### src/adc_sweep_macros.svh
// timing, segment length and width constants for the adc sweep sequencer
`ifndef ADC_SWEEP_MACROS_SVH
`define ADC_SWEEP_MACROS_SVH

// adc clock divider
`define ADC_CLK_HALF 10        // enabled clk cycles per adc_clk half period

// segment lengths in enabled clk cycles, 40 per repetition
`define GND_CYCLES 8
`define REL_CYCLES 2
`define EXC_CYCLES 24
`define REST_CYCLES 6

// capture offset inside excite for phase 0, one cycle earlier per phase
`define SAMPLE_DELAY_BASE 20

// sweep shape
`define N_PHASES 5
`define N_REPEATS 4
`define N_CHANNELS 4

// data widths
`define SAMPLE_W 14
`define MEAN_W 16

`endif

### src/adc_sweep_pkg.sv
// adc_sweep_pkg: vector typedefs and the segment enum of the sweep sequencer
`default_nettype none

`include "adc_sweep_macros.svh"

package adc_sweep_pkg;

	typedef logic [`SAMPLE_W-1:0] sample_t;     // one adc code
	typedef logic [`MEAN_W-1:0] mean_t;         // running sum or mean of four codes

	typedef logic [2:0] phase_t;                // sub-sampling phase 0..4
	typedef logic [1:0] repeat_t;               // repetition within a phase
	typedef logic [4:0] seg_count_t;            // cycle index inside a segment

	typedef logic [`N_CHANNELS-1:0] chan_mask_t; // one bit per trigger channel
	typedef logic [3:0] chan_sel_t;             // channel selector, >= N_CHANNELS is off

	// segments of one repetition, DONE parks the sequencer after phase 4
	typedef enum logic [2:0] {
		SEG_GROUND  = 3'd0,
		SEG_RELEASE = 3'd1,
		SEG_EXCITE  = 3'd2,
		SEG_REST    = 3'd3,
		SEG_DONE    = 3'd4
	} segment_e;

endpackage

`default_nettype wire

### src/adc_clock_div.sv
// adc_clock_div: enabled divider producing adc_clk from clk
`default_nettype none

`include "adc_sweep_macros.svh"

module adc_clock_div (
	input  wire  clk,
	input  wire  rst,
	input  wire  we,        // run enable, divider freezes while low
	output logic adc_clk
);

	typedef logic [$clog2(`ADC_CLK_HALF)-1:0] div_count_t;

	div_count_t div_count;  // enabled cycles into the current half period
	logic       half_wrap;

	assign half_wrap = (div_count == div_count_t'(`ADC_CLK_HALF - 1));

	// half-period counter
	always_ff @(posedge clk) begin
		if (rst) begin
			div_count <= '0;
		end else if (we) begin
			if (half_wrap)
				div_count <= '0;
			else
				div_count <= div_count + 1'b1;
		end
	end

	// toggle on every wrap, period is 2 * ADC_CLK_HALF enabled cycles
	always_ff @(posedge clk) begin
		if (rst) begin
			adc_clk <= 1'b0;
		end else if (we && half_wrap) begin
			adc_clk <= ~adc_clk;
		end
	end

endmodule

`default_nettype wire

### src/sweep_sequencer.sv
// sweep_sequencer: phase, repeat and segment FSM with segment cycle counter and sample strobe
`default_nettype none

`include "adc_sweep_macros.svh"

module sweep_sequencer (
	input  wire                       clk,
	input  wire                       rst,
	input  wire                       we,
	input  wire                       one_shot,      // hold result in DONE while high
	output adc_sweep_pkg::segment_e   segment,
	output adc_sweep_pkg::phase_t     phase,
	output logic                      sample_strobe,
	output logic                      sweep_start,
	output logic                      sweep_done
);

	import adc_sweep_pkg::*;

	repeat_t    rep;         // repetition index inside the phase
	seg_count_t seg_count;   // cycles spent in the current segment
	logic       seg_last;    // current cycle is the segment's last one
	logic       rep_last;
	logic       phase_last;
	seg_count_t capture_at;  // excite cycle that takes the sample

	assign rep_last   = (rep == repeat_t'(`N_REPEATS - 1));
	assign phase_last = (phase == phase_t'(`N_PHASES - 1));

	// later phases sample one cycle earlier
	assign capture_at = seg_count_t'(`SAMPLE_DELAY_BASE) - seg_count_t'(phase);

	// segment length decode
	always_comb begin
		case (segment)
			SEG_GROUND:  seg_last = (seg_count == seg_count_t'(`GND_CYCLES - 1));
			SEG_RELEASE: seg_last = (seg_count == seg_count_t'(`REL_CYCLES - 1));
			SEG_EXCITE:  seg_last = (seg_count == seg_count_t'(`EXC_CYCLES - 1));
			SEG_REST:    seg_last = (seg_count == seg_count_t'(`REST_CYCLES - 1));
			default:     seg_last = 1'b1;  // DONE keeps the counter at zero
		endcase
	end

	// segment cycle counter
	always_ff @(posedge clk) begin
		if (rst) begin
			seg_count <= '0;
		end else if (we) begin
			if (seg_last)
				seg_count <= '0;
			else
				seg_count <= seg_count + 1'b1;
		end
	end

	// segment, repetition and phase advance
	always_ff @(posedge clk) begin
		if (rst) begin
			segment <= SEG_GROUND;
			rep     <= '0;
			phase   <= '0;
		end else if (we) begin
			case (segment)
				SEG_GROUND: begin
					if (seg_last)
						segment <= SEG_RELEASE;
				end
				SEG_RELEASE: begin
					if (seg_last)
						segment <= SEG_EXCITE;
				end
				SEG_EXCITE: begin
					if (seg_last)
						segment <= SEG_REST;
				end
				SEG_REST: begin
					if (seg_last) begin
						if (!rep_last) begin
							rep     <= rep + 1'b1;
							segment <= SEG_GROUND;
						end else if (!phase_last) begin
							rep     <= '0;
							phase   <= phase + 1'b1;
							segment <= SEG_GROUND;
						end else begin
							rep     <= '0;
							phase   <= '0;       // ready for the next sweep
							segment <= SEG_DONE;
						end
					end
				end
				SEG_DONE: begin
					if (!one_shot)
						segment <= SEG_GROUND;  // restart after one DONE cycle
				end
				default: begin
					segment <= SEG_GROUND;
				end
			endcase
		end
	end

	assign sample_strobe = (segment == SEG_EXCITE) && (seg_count == capture_at);

	// first ground cycle of phase 0
	assign sweep_start = (segment == SEG_GROUND) && (phase == '0) && (rep == '0)
		&& (seg_count == '0);

	// last rest cycle of the final repetition of the final phase
	assign sweep_done = (segment == SEG_REST) && seg_last && rep_last && phase_last;

	// capture lands inside excite and never on its last cycle
	a_strobe_in_excite: assert property (@(posedge clk) disable iff (rst)
		(sample_strobe && we) |=> (segment == SEG_EXCITE) && !sample_strobe);

	a_phase_range: assert property (@(posedge clk) disable iff (rst)
		phase <= phase_t'(`N_PHASES - 1));

endmodule

`default_nettype wire

### src/trigger_driver.sv
// trigger_driver: channel decode and registered trigger vdd/gnd outputs
`default_nettype none

`include "adc_sweep_macros.svh"

module trigger_driver (
	input  wire                         clk,
	input  wire                         rst,
	input  wire                         we,
	input  adc_sweep_pkg::chan_sel_t    trigger_sel,
	input  adc_sweep_pkg::segment_e     segment,
	output adc_sweep_pkg::chan_mask_t   trigger_vdd,
	output adc_sweep_pkg::chan_mask_t   trigger_gnd
);

	import adc_sweep_pkg::*;

	chan_mask_t chan_mask;  // one-hot selected channel

	// out of range selector drives nothing
	always_comb begin
		if (trigger_sel < chan_sel_t'(`N_CHANNELS))
			chan_mask = chan_mask_t'(1'b1) << trigger_sel;
		else
			chan_mask = '0;
	end

	always_ff @(posedge clk) begin
		if (rst) begin
			trigger_vdd <= '0;
			trigger_gnd <= '0;
		end else if (we) begin
			case (segment)
				SEG_GROUND: begin
					trigger_vdd <= '0;
					trigger_gnd <= chan_mask;   // discharge the sensor
				end
				SEG_EXCITE: begin
					trigger_vdd <= chan_mask;   // excite the sensor
					trigger_gnd <= '0;
				end
				default: begin
					trigger_vdd <= '0;
					trigger_gnd <= '0;
				end
			endcase
		end
	end

	a_vdd_gnd_exclusive: assert property (@(posedge clk) disable iff (rst)
		!((|trigger_vdd) && (|trigger_gnd)));

	a_single_channel: assert property (@(posedge clk) disable iff (rst)
		$onehot0(trigger_vdd) && $onehot0(trigger_gnd));

endmodule

`default_nettype wire

### src/sample_accumulator.sv
// sample_accumulator: per-phase sample sums, mean registers and end flag
`default_nettype none

`include "adc_sweep_macros.svh"

module sample_accumulator (
	input  wire                      clk,
	input  wire                      rst,
	input  wire                      we,
	input  adc_sweep_pkg::sample_t   bn,
	input  adc_sweep_pkg::phase_t    phase,
	input  wire                      sample_strobe,
	input  wire                      sweep_start,
	input  wire                      sweep_done,
	output adc_sweep_pkg::mean_t     mean_s1,
	output adc_sweep_pkg::mean_t     mean_s2,
	output adc_sweep_pkg::mean_t     mean_s3,
	output adc_sweep_pkg::mean_t     mean_s4,
	output adc_sweep_pkg::mean_t     mean_s5,
	output logic                     end_flag
);

	import adc_sweep_pkg::*;

	mean_t sum [`N_PHASES];  // four codes per phase, 16 bits never overflow

	// running sums, cleared at the start of each sweep
	always_ff @(posedge clk) begin
		if (we) begin
			if (sweep_start) begin
				for (int i = 0; i < `N_PHASES; i++)
					sum[i] <= '0;
			end else if (sample_strobe) begin
				sum[phase] <= sum[phase] + mean_t'(bn);
			end
		end
	end

	// means of the finished sweep, divide by N_REPEATS
	always_ff @(posedge clk) begin
		if (rst) begin
			mean_s1 <= '0;
			mean_s2 <= '0;
			mean_s3 <= '0;
			mean_s4 <= '0;
			mean_s5 <= '0;
		end else if (we && sweep_done) begin
			mean_s1 <= sum[0] >> 2;
			mean_s2 <= sum[1] >> 2;
			mean_s3 <= sum[2] >> 2;
			mean_s4 <= sum[3] >> 2;
			mean_s5 <= sum[4] >> 2;
		end
	end

	always_ff @(posedge clk) begin
		if (rst) begin
			end_flag <= 1'b0;
		end else if (we) begin
			if (sweep_done)
				end_flag <= 1'b1;
			else if (sweep_start)
				end_flag <= 1'b0;  // cleared when the next sweep begins
		end
	end

	// sequencer never captures on the cycle that clears the sums
	a_no_strobe_on_start: assert property (@(posedge clk) disable iff (rst)
		!(sample_strobe && sweep_start));

endmodule

`default_nettype wire

### src/adc_sweep_top.sv
// adc_sweep_top: clock divider, sweep sequencer, trigger driver and sample accumulator
`default_nettype none

module adc_sweep_top (
	input  wire                         clk,
	input  wire                         rst,
	input  wire                         we,
	input  adc_sweep_pkg::sample_t      bn,
	input  adc_sweep_pkg::chan_sel_t    trigger_sel,
	input  wire                         one_shot,
	output logic                        adc_clk,
	output logic                        end_flag,
	output adc_sweep_pkg::chan_mask_t   trigger_vdd,
	output adc_sweep_pkg::chan_mask_t   trigger_gnd,
	output adc_sweep_pkg::mean_t        mean_s1,
	output adc_sweep_pkg::mean_t        mean_s2,
	output adc_sweep_pkg::mean_t        mean_s3,
	output adc_sweep_pkg::mean_t        mean_s4,
	output adc_sweep_pkg::mean_t        mean_s5
);

	import adc_sweep_pkg::*;

	segment_e segment;
	phase_t   phase;
	logic     sample_strobe;
	logic     sweep_start;
	logic     sweep_done;

	adc_clock_div i_adc_clock_div (
		.clk     (clk),
		.rst     (rst),
		.we      (we),
		.adc_clk (adc_clk)
	);

	sweep_sequencer i_sweep_sequencer (
		.clk           (clk),
		.rst           (rst),
		.we            (we),
		.one_shot      (one_shot),
		.segment       (segment),
		.phase         (phase),
		.sample_strobe (sample_strobe),
		.sweep_start   (sweep_start),
		.sweep_done    (sweep_done)
	);

	trigger_driver i_trigger_driver (
		.clk         (clk),
		.rst         (rst),
		.we          (we),
		.trigger_sel (trigger_sel),
		.segment     (segment),
		.trigger_vdd (trigger_vdd),
		.trigger_gnd (trigger_gnd)
	);

	sample_accumulator i_sample_accumulator (
		.clk           (clk),
		.rst           (rst),
		.we            (we),
		.bn            (bn),
		.phase         (phase),
		.sample_strobe (sample_strobe),
		.sweep_start   (sweep_start),
		.sweep_done    (sweep_done),
		.mean_s1       (mean_s1),
		.mean_s2       (mean_s2),
		.mean_s3       (mean_s3),
		.mean_s4       (mean_s4),
		.mean_s5       (mean_s5),
		.end_flag      (end_flag)
	);

endmodule

`default_nettype wire

### config.mk
export PLATFORM = sky130hd
export DESIGN_NAME = adc_sweep_top
export DESIGN_NICKNAME = d
export VERILOG_FILES = /design/src/adc_sweep_pkg.sv /design/src/adc_clock_div.sv /design/src/sweep_sequencer.sv /design/src/trigger_driver.sv /design/src/sample_accumulator.sv /design/src/adc_sweep_top.sv
export VERILOG_INCLUDE_DIRS = /design/src
export SDC_FILE = /design/constraint.sdc
export NUM_CORES = 1
export LEC_CHECK = 0
export BUFFER_PORTS_ARGS = -buffer_cell sky130_fd_sc_hd__buf_2
export CORE_MARGIN = 2
export CORE_UTILIZATION = 50
export DETAILED_ROUTE_END_ITERATION = 16
export PLACE_DENSITY = 0.7
export SKIP_CTS_REPAIR_TIMING = 1
export SLEW_MARGIN = 0
export SYNTH_ARGS = -nofsm -noshare
export SYNTH_HDL_FRONTEND = slang
export SYNTH_SLANG_ARGS = --single-unit
### constraint.sdc
create_clock -name clk -period 12.9 [get_ports clk]
set_input_delay 2.58 -clock clk [delete_from_list [all_inputs] [get_ports clk]]
set_output_delay 2.58 -clock clk [all_outputs]
set_load 0.005 [all_outputs]
==> flow_metrics.env <==
export IMPL_status="completed"
export IMPL_vias=6915
export IMPL_dp_cells=1206
export IMPL_worst_r2r_path_depth=11
export IMPL_drive_above_1_share=0.210
export IMPL_cp_cell_sequence="buf_2, nand2b_1, nor3b_1, nand4_1, nor3_1, nand3_1, nand2_1"
export IMPL_die_h_um=145
export IMPL_cap_viol_max_count=0
export IMPL_leakage_nw=4.35
export IMPL_clk_pin_slew_ps=60
export IMPL_regToRegSetupSlack_ps=8370
export IMPL_worstHoldStart="mean_s2[1]"
export IMPL_finClkSkew_ps=17.3
export IMPL_tightest_slew_ps=1090
export IMPL_grt_max_degree=94
export IMPL_drtAntennaViolNets=0
export IMPL_min_path_type="reg2reg"
export IMPL_fp_row_count=51
export IMPL_yosysUniqueCellTypes=53
export IMPL_hold_violations=0
export IMPL_hold_end="mean_s2[1]"
export IMPL_clock_path_buffers=3
export IMPL_post_drt_wl_per_cell_um=18.4
export IMPL_vdd_ir_drop_max_v=0.0000728
export IMPL_drt_wl_total_um=23000
export IMPL_grt_first_pass_wirelength_um=35000
export IMPL_die_w_um=145
export IMPL_ys_seq_elements=228
export IMPL_crit_required_ps=13030
export IMPL_cts_root_buf="clkbuf_16"
export IMPL_total_power_mw=1.68
export IMPL_die_area_um2=20900
export IMPL_grt_setup_unrepaired="false"
export IMPL_path_max_fanout=17
export IMPL_start_util=0.509
export IMPL_clock_latency_ps=510
export IMPL_maxSlewViolCount=0
export IMPL_cp_end_kind="register"
export IMPL_dr_wl_met2_um=10600
export IMPL_top_layer="met4"
export IMPL_wl_met3_um=1730
export IMPL_criticalPathCategory="in2reg"
export IMPL_fin_nets=1014
export IMPL_io_buffers=101
export IMPL_cts_sinks=228
export IMPL_slew_headroom=0.274
export IMPL_drcViolationCount=0
export IMPL_fmax_mhz=184
export IMPL_antenna_cells=0
export IMPL_synth_edf_count=128
export IMPL_dr_first_iter_drc_count=515
export IMPL_yosys_warnings=0
export IMPL_syn_area_per_cell_um2=11.2
export IMPL_met1_length_um=10200
export IMPL_nFillCells=1623
export IMPL_tns_ps=0
export IMPL_groute_usage_overall=0.220
export IMPL_max_stage_delay_ps=780
export IMPL_startpoint_type="primary input"
export IMPL_antenna_found_initial=0
export IMPL_synth_top_cell_area_share=0.388
export IMPL_fin_crit_sh=0.421
export IMPL_setup_viol=0
export IMPL_dpl_hpwl_um=15900
export IMPL_r2r_end="i_sample_accumulator.sum[6][12]"
export IMPL_whs_path_depth=2
export IMPL_synthTopCellsByArea="edfxtp_1 (39%), dfxtp_1 (20%), mux4_2 (7.3%)"
export IMPL_cts_htree_levels=1
export IMPL_fin_crit_ps=5430
export IMPL_core_um2=19500
export IMPL_ys_seq_area_frac=0.591
export IMPL_cts_tree="done"
export IMPL_power_density_nw_per_um2=146
export IMPL_netlist_area_um2=9900
export IMPL_grt_pass1_vias=6455
export IMPL_instances_no_fill=1251
export IMPL_synthFlopType="edfxtp_1"
export IMPL_gp_congestion=0.880
export IMPL_cts_inserted_buffers=25
export IMPL_synthArstFlopShare=0
export IMPL_viasPerCell=5.53
export IMPL_dr_pass1_iters=5
export IMPL_worstPathArrival_ps=5560
export IMPL_syn_inst=884
export IMPL_grt_overflow=0
export IMPL_cpMaxStageDelayCell="nand2_1"
export IMPL_yosysTopAreaCell="edfxtp_1"
export IMPL_syn_to_final_growth_pct=15.8
export IMPL_io_pins=112
[worst max path at each step]
| stage | startpoint | end | slack, ps |
|---|---|---|---|
| after detailed placement | we | i_sample_accumulator.sum[2][9] | 7020 |
| after global routing | we | i_sample_accumulator.sum[2][13] | 7140 |
| final | we | i_sample_accumulator.sum[2][5] | 7470 |
| after floorplan | we | i_sample_accumulator.sum[5][0] | 7790 |
| after global placement | we | i_sample_accumulator.sum[2][8] | 7110 |
| after CTS | we | i_sample_accumulator.sum[2][13] | 7540 |
[critical path, delay by kind of cell]
kind                   cells  cell delay, ps
buffers and inverters      1             220
and+or+nand+nor            6            2740
[metrics by stage]
step / hold WS [ps] / setup WS [ps] / area [um2] / utilization
floorplan: 448 / 7790 / 9930 / -
global placement: 435 / 7110 / 10600 / 0.544
detailed placement: 441 / 7020 / 10600 / 0.544
CTS: 449 / 7540 / 11500 / 0.589
global route: 462 / 7140 / 11500 / 0.589
finish: 446 / 7470 / 11500 / 0.589
[layer usage]
layer,up-vias,GRT usage
li1,3262,-
met4,0,0.0542
met1,3365,0.315
met2,259,0.349
met5,-,0
met3,29,0.0438
[cells in the mapped netlist, types with 2 or more instances]
cell,n
nor3b_1,5
or4b_1,2
nand2b_1,3
mux2i_1,5
a21oi_1,91
nor3_1,15
xor2_1,13
or3_1,5
mux2_2,14
nand2_1,162
o21ai_0,13
nor2b_1,6
buf_1,4
a32oi_1,4
a21o_1,6
clkbuf_1,39
nand3_1,10
buf_2,9
xnor2_1,12
o21a_1,4
nor2_1,103
inv_1,28
o211ai_1,3
edfxtp_1,128
mux4_2,32
a211oi_1,2
a22oi_1,4
ha_1,23
buf_4,10
nand4_1,5
and2_1,2
dfxtp_1,100
nand4b_1,2
[area by class of cell]
type                       instances  area [um2]  share of cell area
tap                              265         332              0.0289
multi-input combinational        575        3730               0.325
clock buffer                      36         802              0.0700
sequential                       228        5850               0.510
inverter                          28         105             0.00917
clock inverter                     9        71.3             0.00623
timing repair buffer             110         573              0.0500
[cells by family (layout without fill, tap and decap cells)]
logic type / Yosys count / count (layout) / synth area share
simple gates: 328 / 328 / 0.142
flops: 228 / 228 / 0.591
compound gates: 137 / 137 / 0.0813
buf+inv: 90 / 183 / 0.0391
mux: 51 / 51 / 0.0938
xor+xnor: 25 / 25 / 0.0221
fa+ha+maj: 24 / 24 / 0.0311
other cells: 1 / 10 / 0.000379
[sequential cells by signal, summed over array words and instances (netlist names), 2 cells and up, named ones only]
signal / flops
i_trigger_driver.trigger_vdd: 4
i_adc_clock_div.div_count: 4
mean_s5: 14
i_sweep_sequencer.seg_count: 5
i_sweep_sequencer.rep: 2
i_sample_accumulator.sum: 128
mean_s2: 14
i_trigger_driver.trigger_gnd: 4
mean_s3: 14
i_sweep_sequencer.segment: 3
mean_s4: 14
i_sweep_sequencer.phase: 3
mean_s1: 14
[layout by cell type (no fill, tap or decap), drive strengths merged, types with 13 or more instances in the layout]
| master | Yosys | layout |
|---|---|---|
| nor2 | 103 | 103 |
| mux4 | 32 | 32 |
| clkbuf | 39 | 36 |
| nand2 | 162 | 162 |
| nor3 | 15 | 15 |
| buf | 23 | 110 |
| o21ai | 13 | 13 |
| edfxtp | 128 | 128 |
| a21oi | 91 | 91 |
| mux2 | 14 | 14 |
| xor2 | 13 | 13 |
| dfxtp | 100 | 100 |
| inv | 28 | 30 |
| ha | 23 | 23 |
[report_power, final]
| group | switching [mW] | internal (mW) | leakage, nW |
|---|---|---|---|
| registers | 0.0151 | 0.799 | 2.05 |
| logic | 0.0897 | 0.0388 | 1.87 |
| clock network | 0.282 | 0.451 | 0.440 |
| total | 0.387 | 1.29 | 4.35 |
Power figures use the tool's default switching activity.
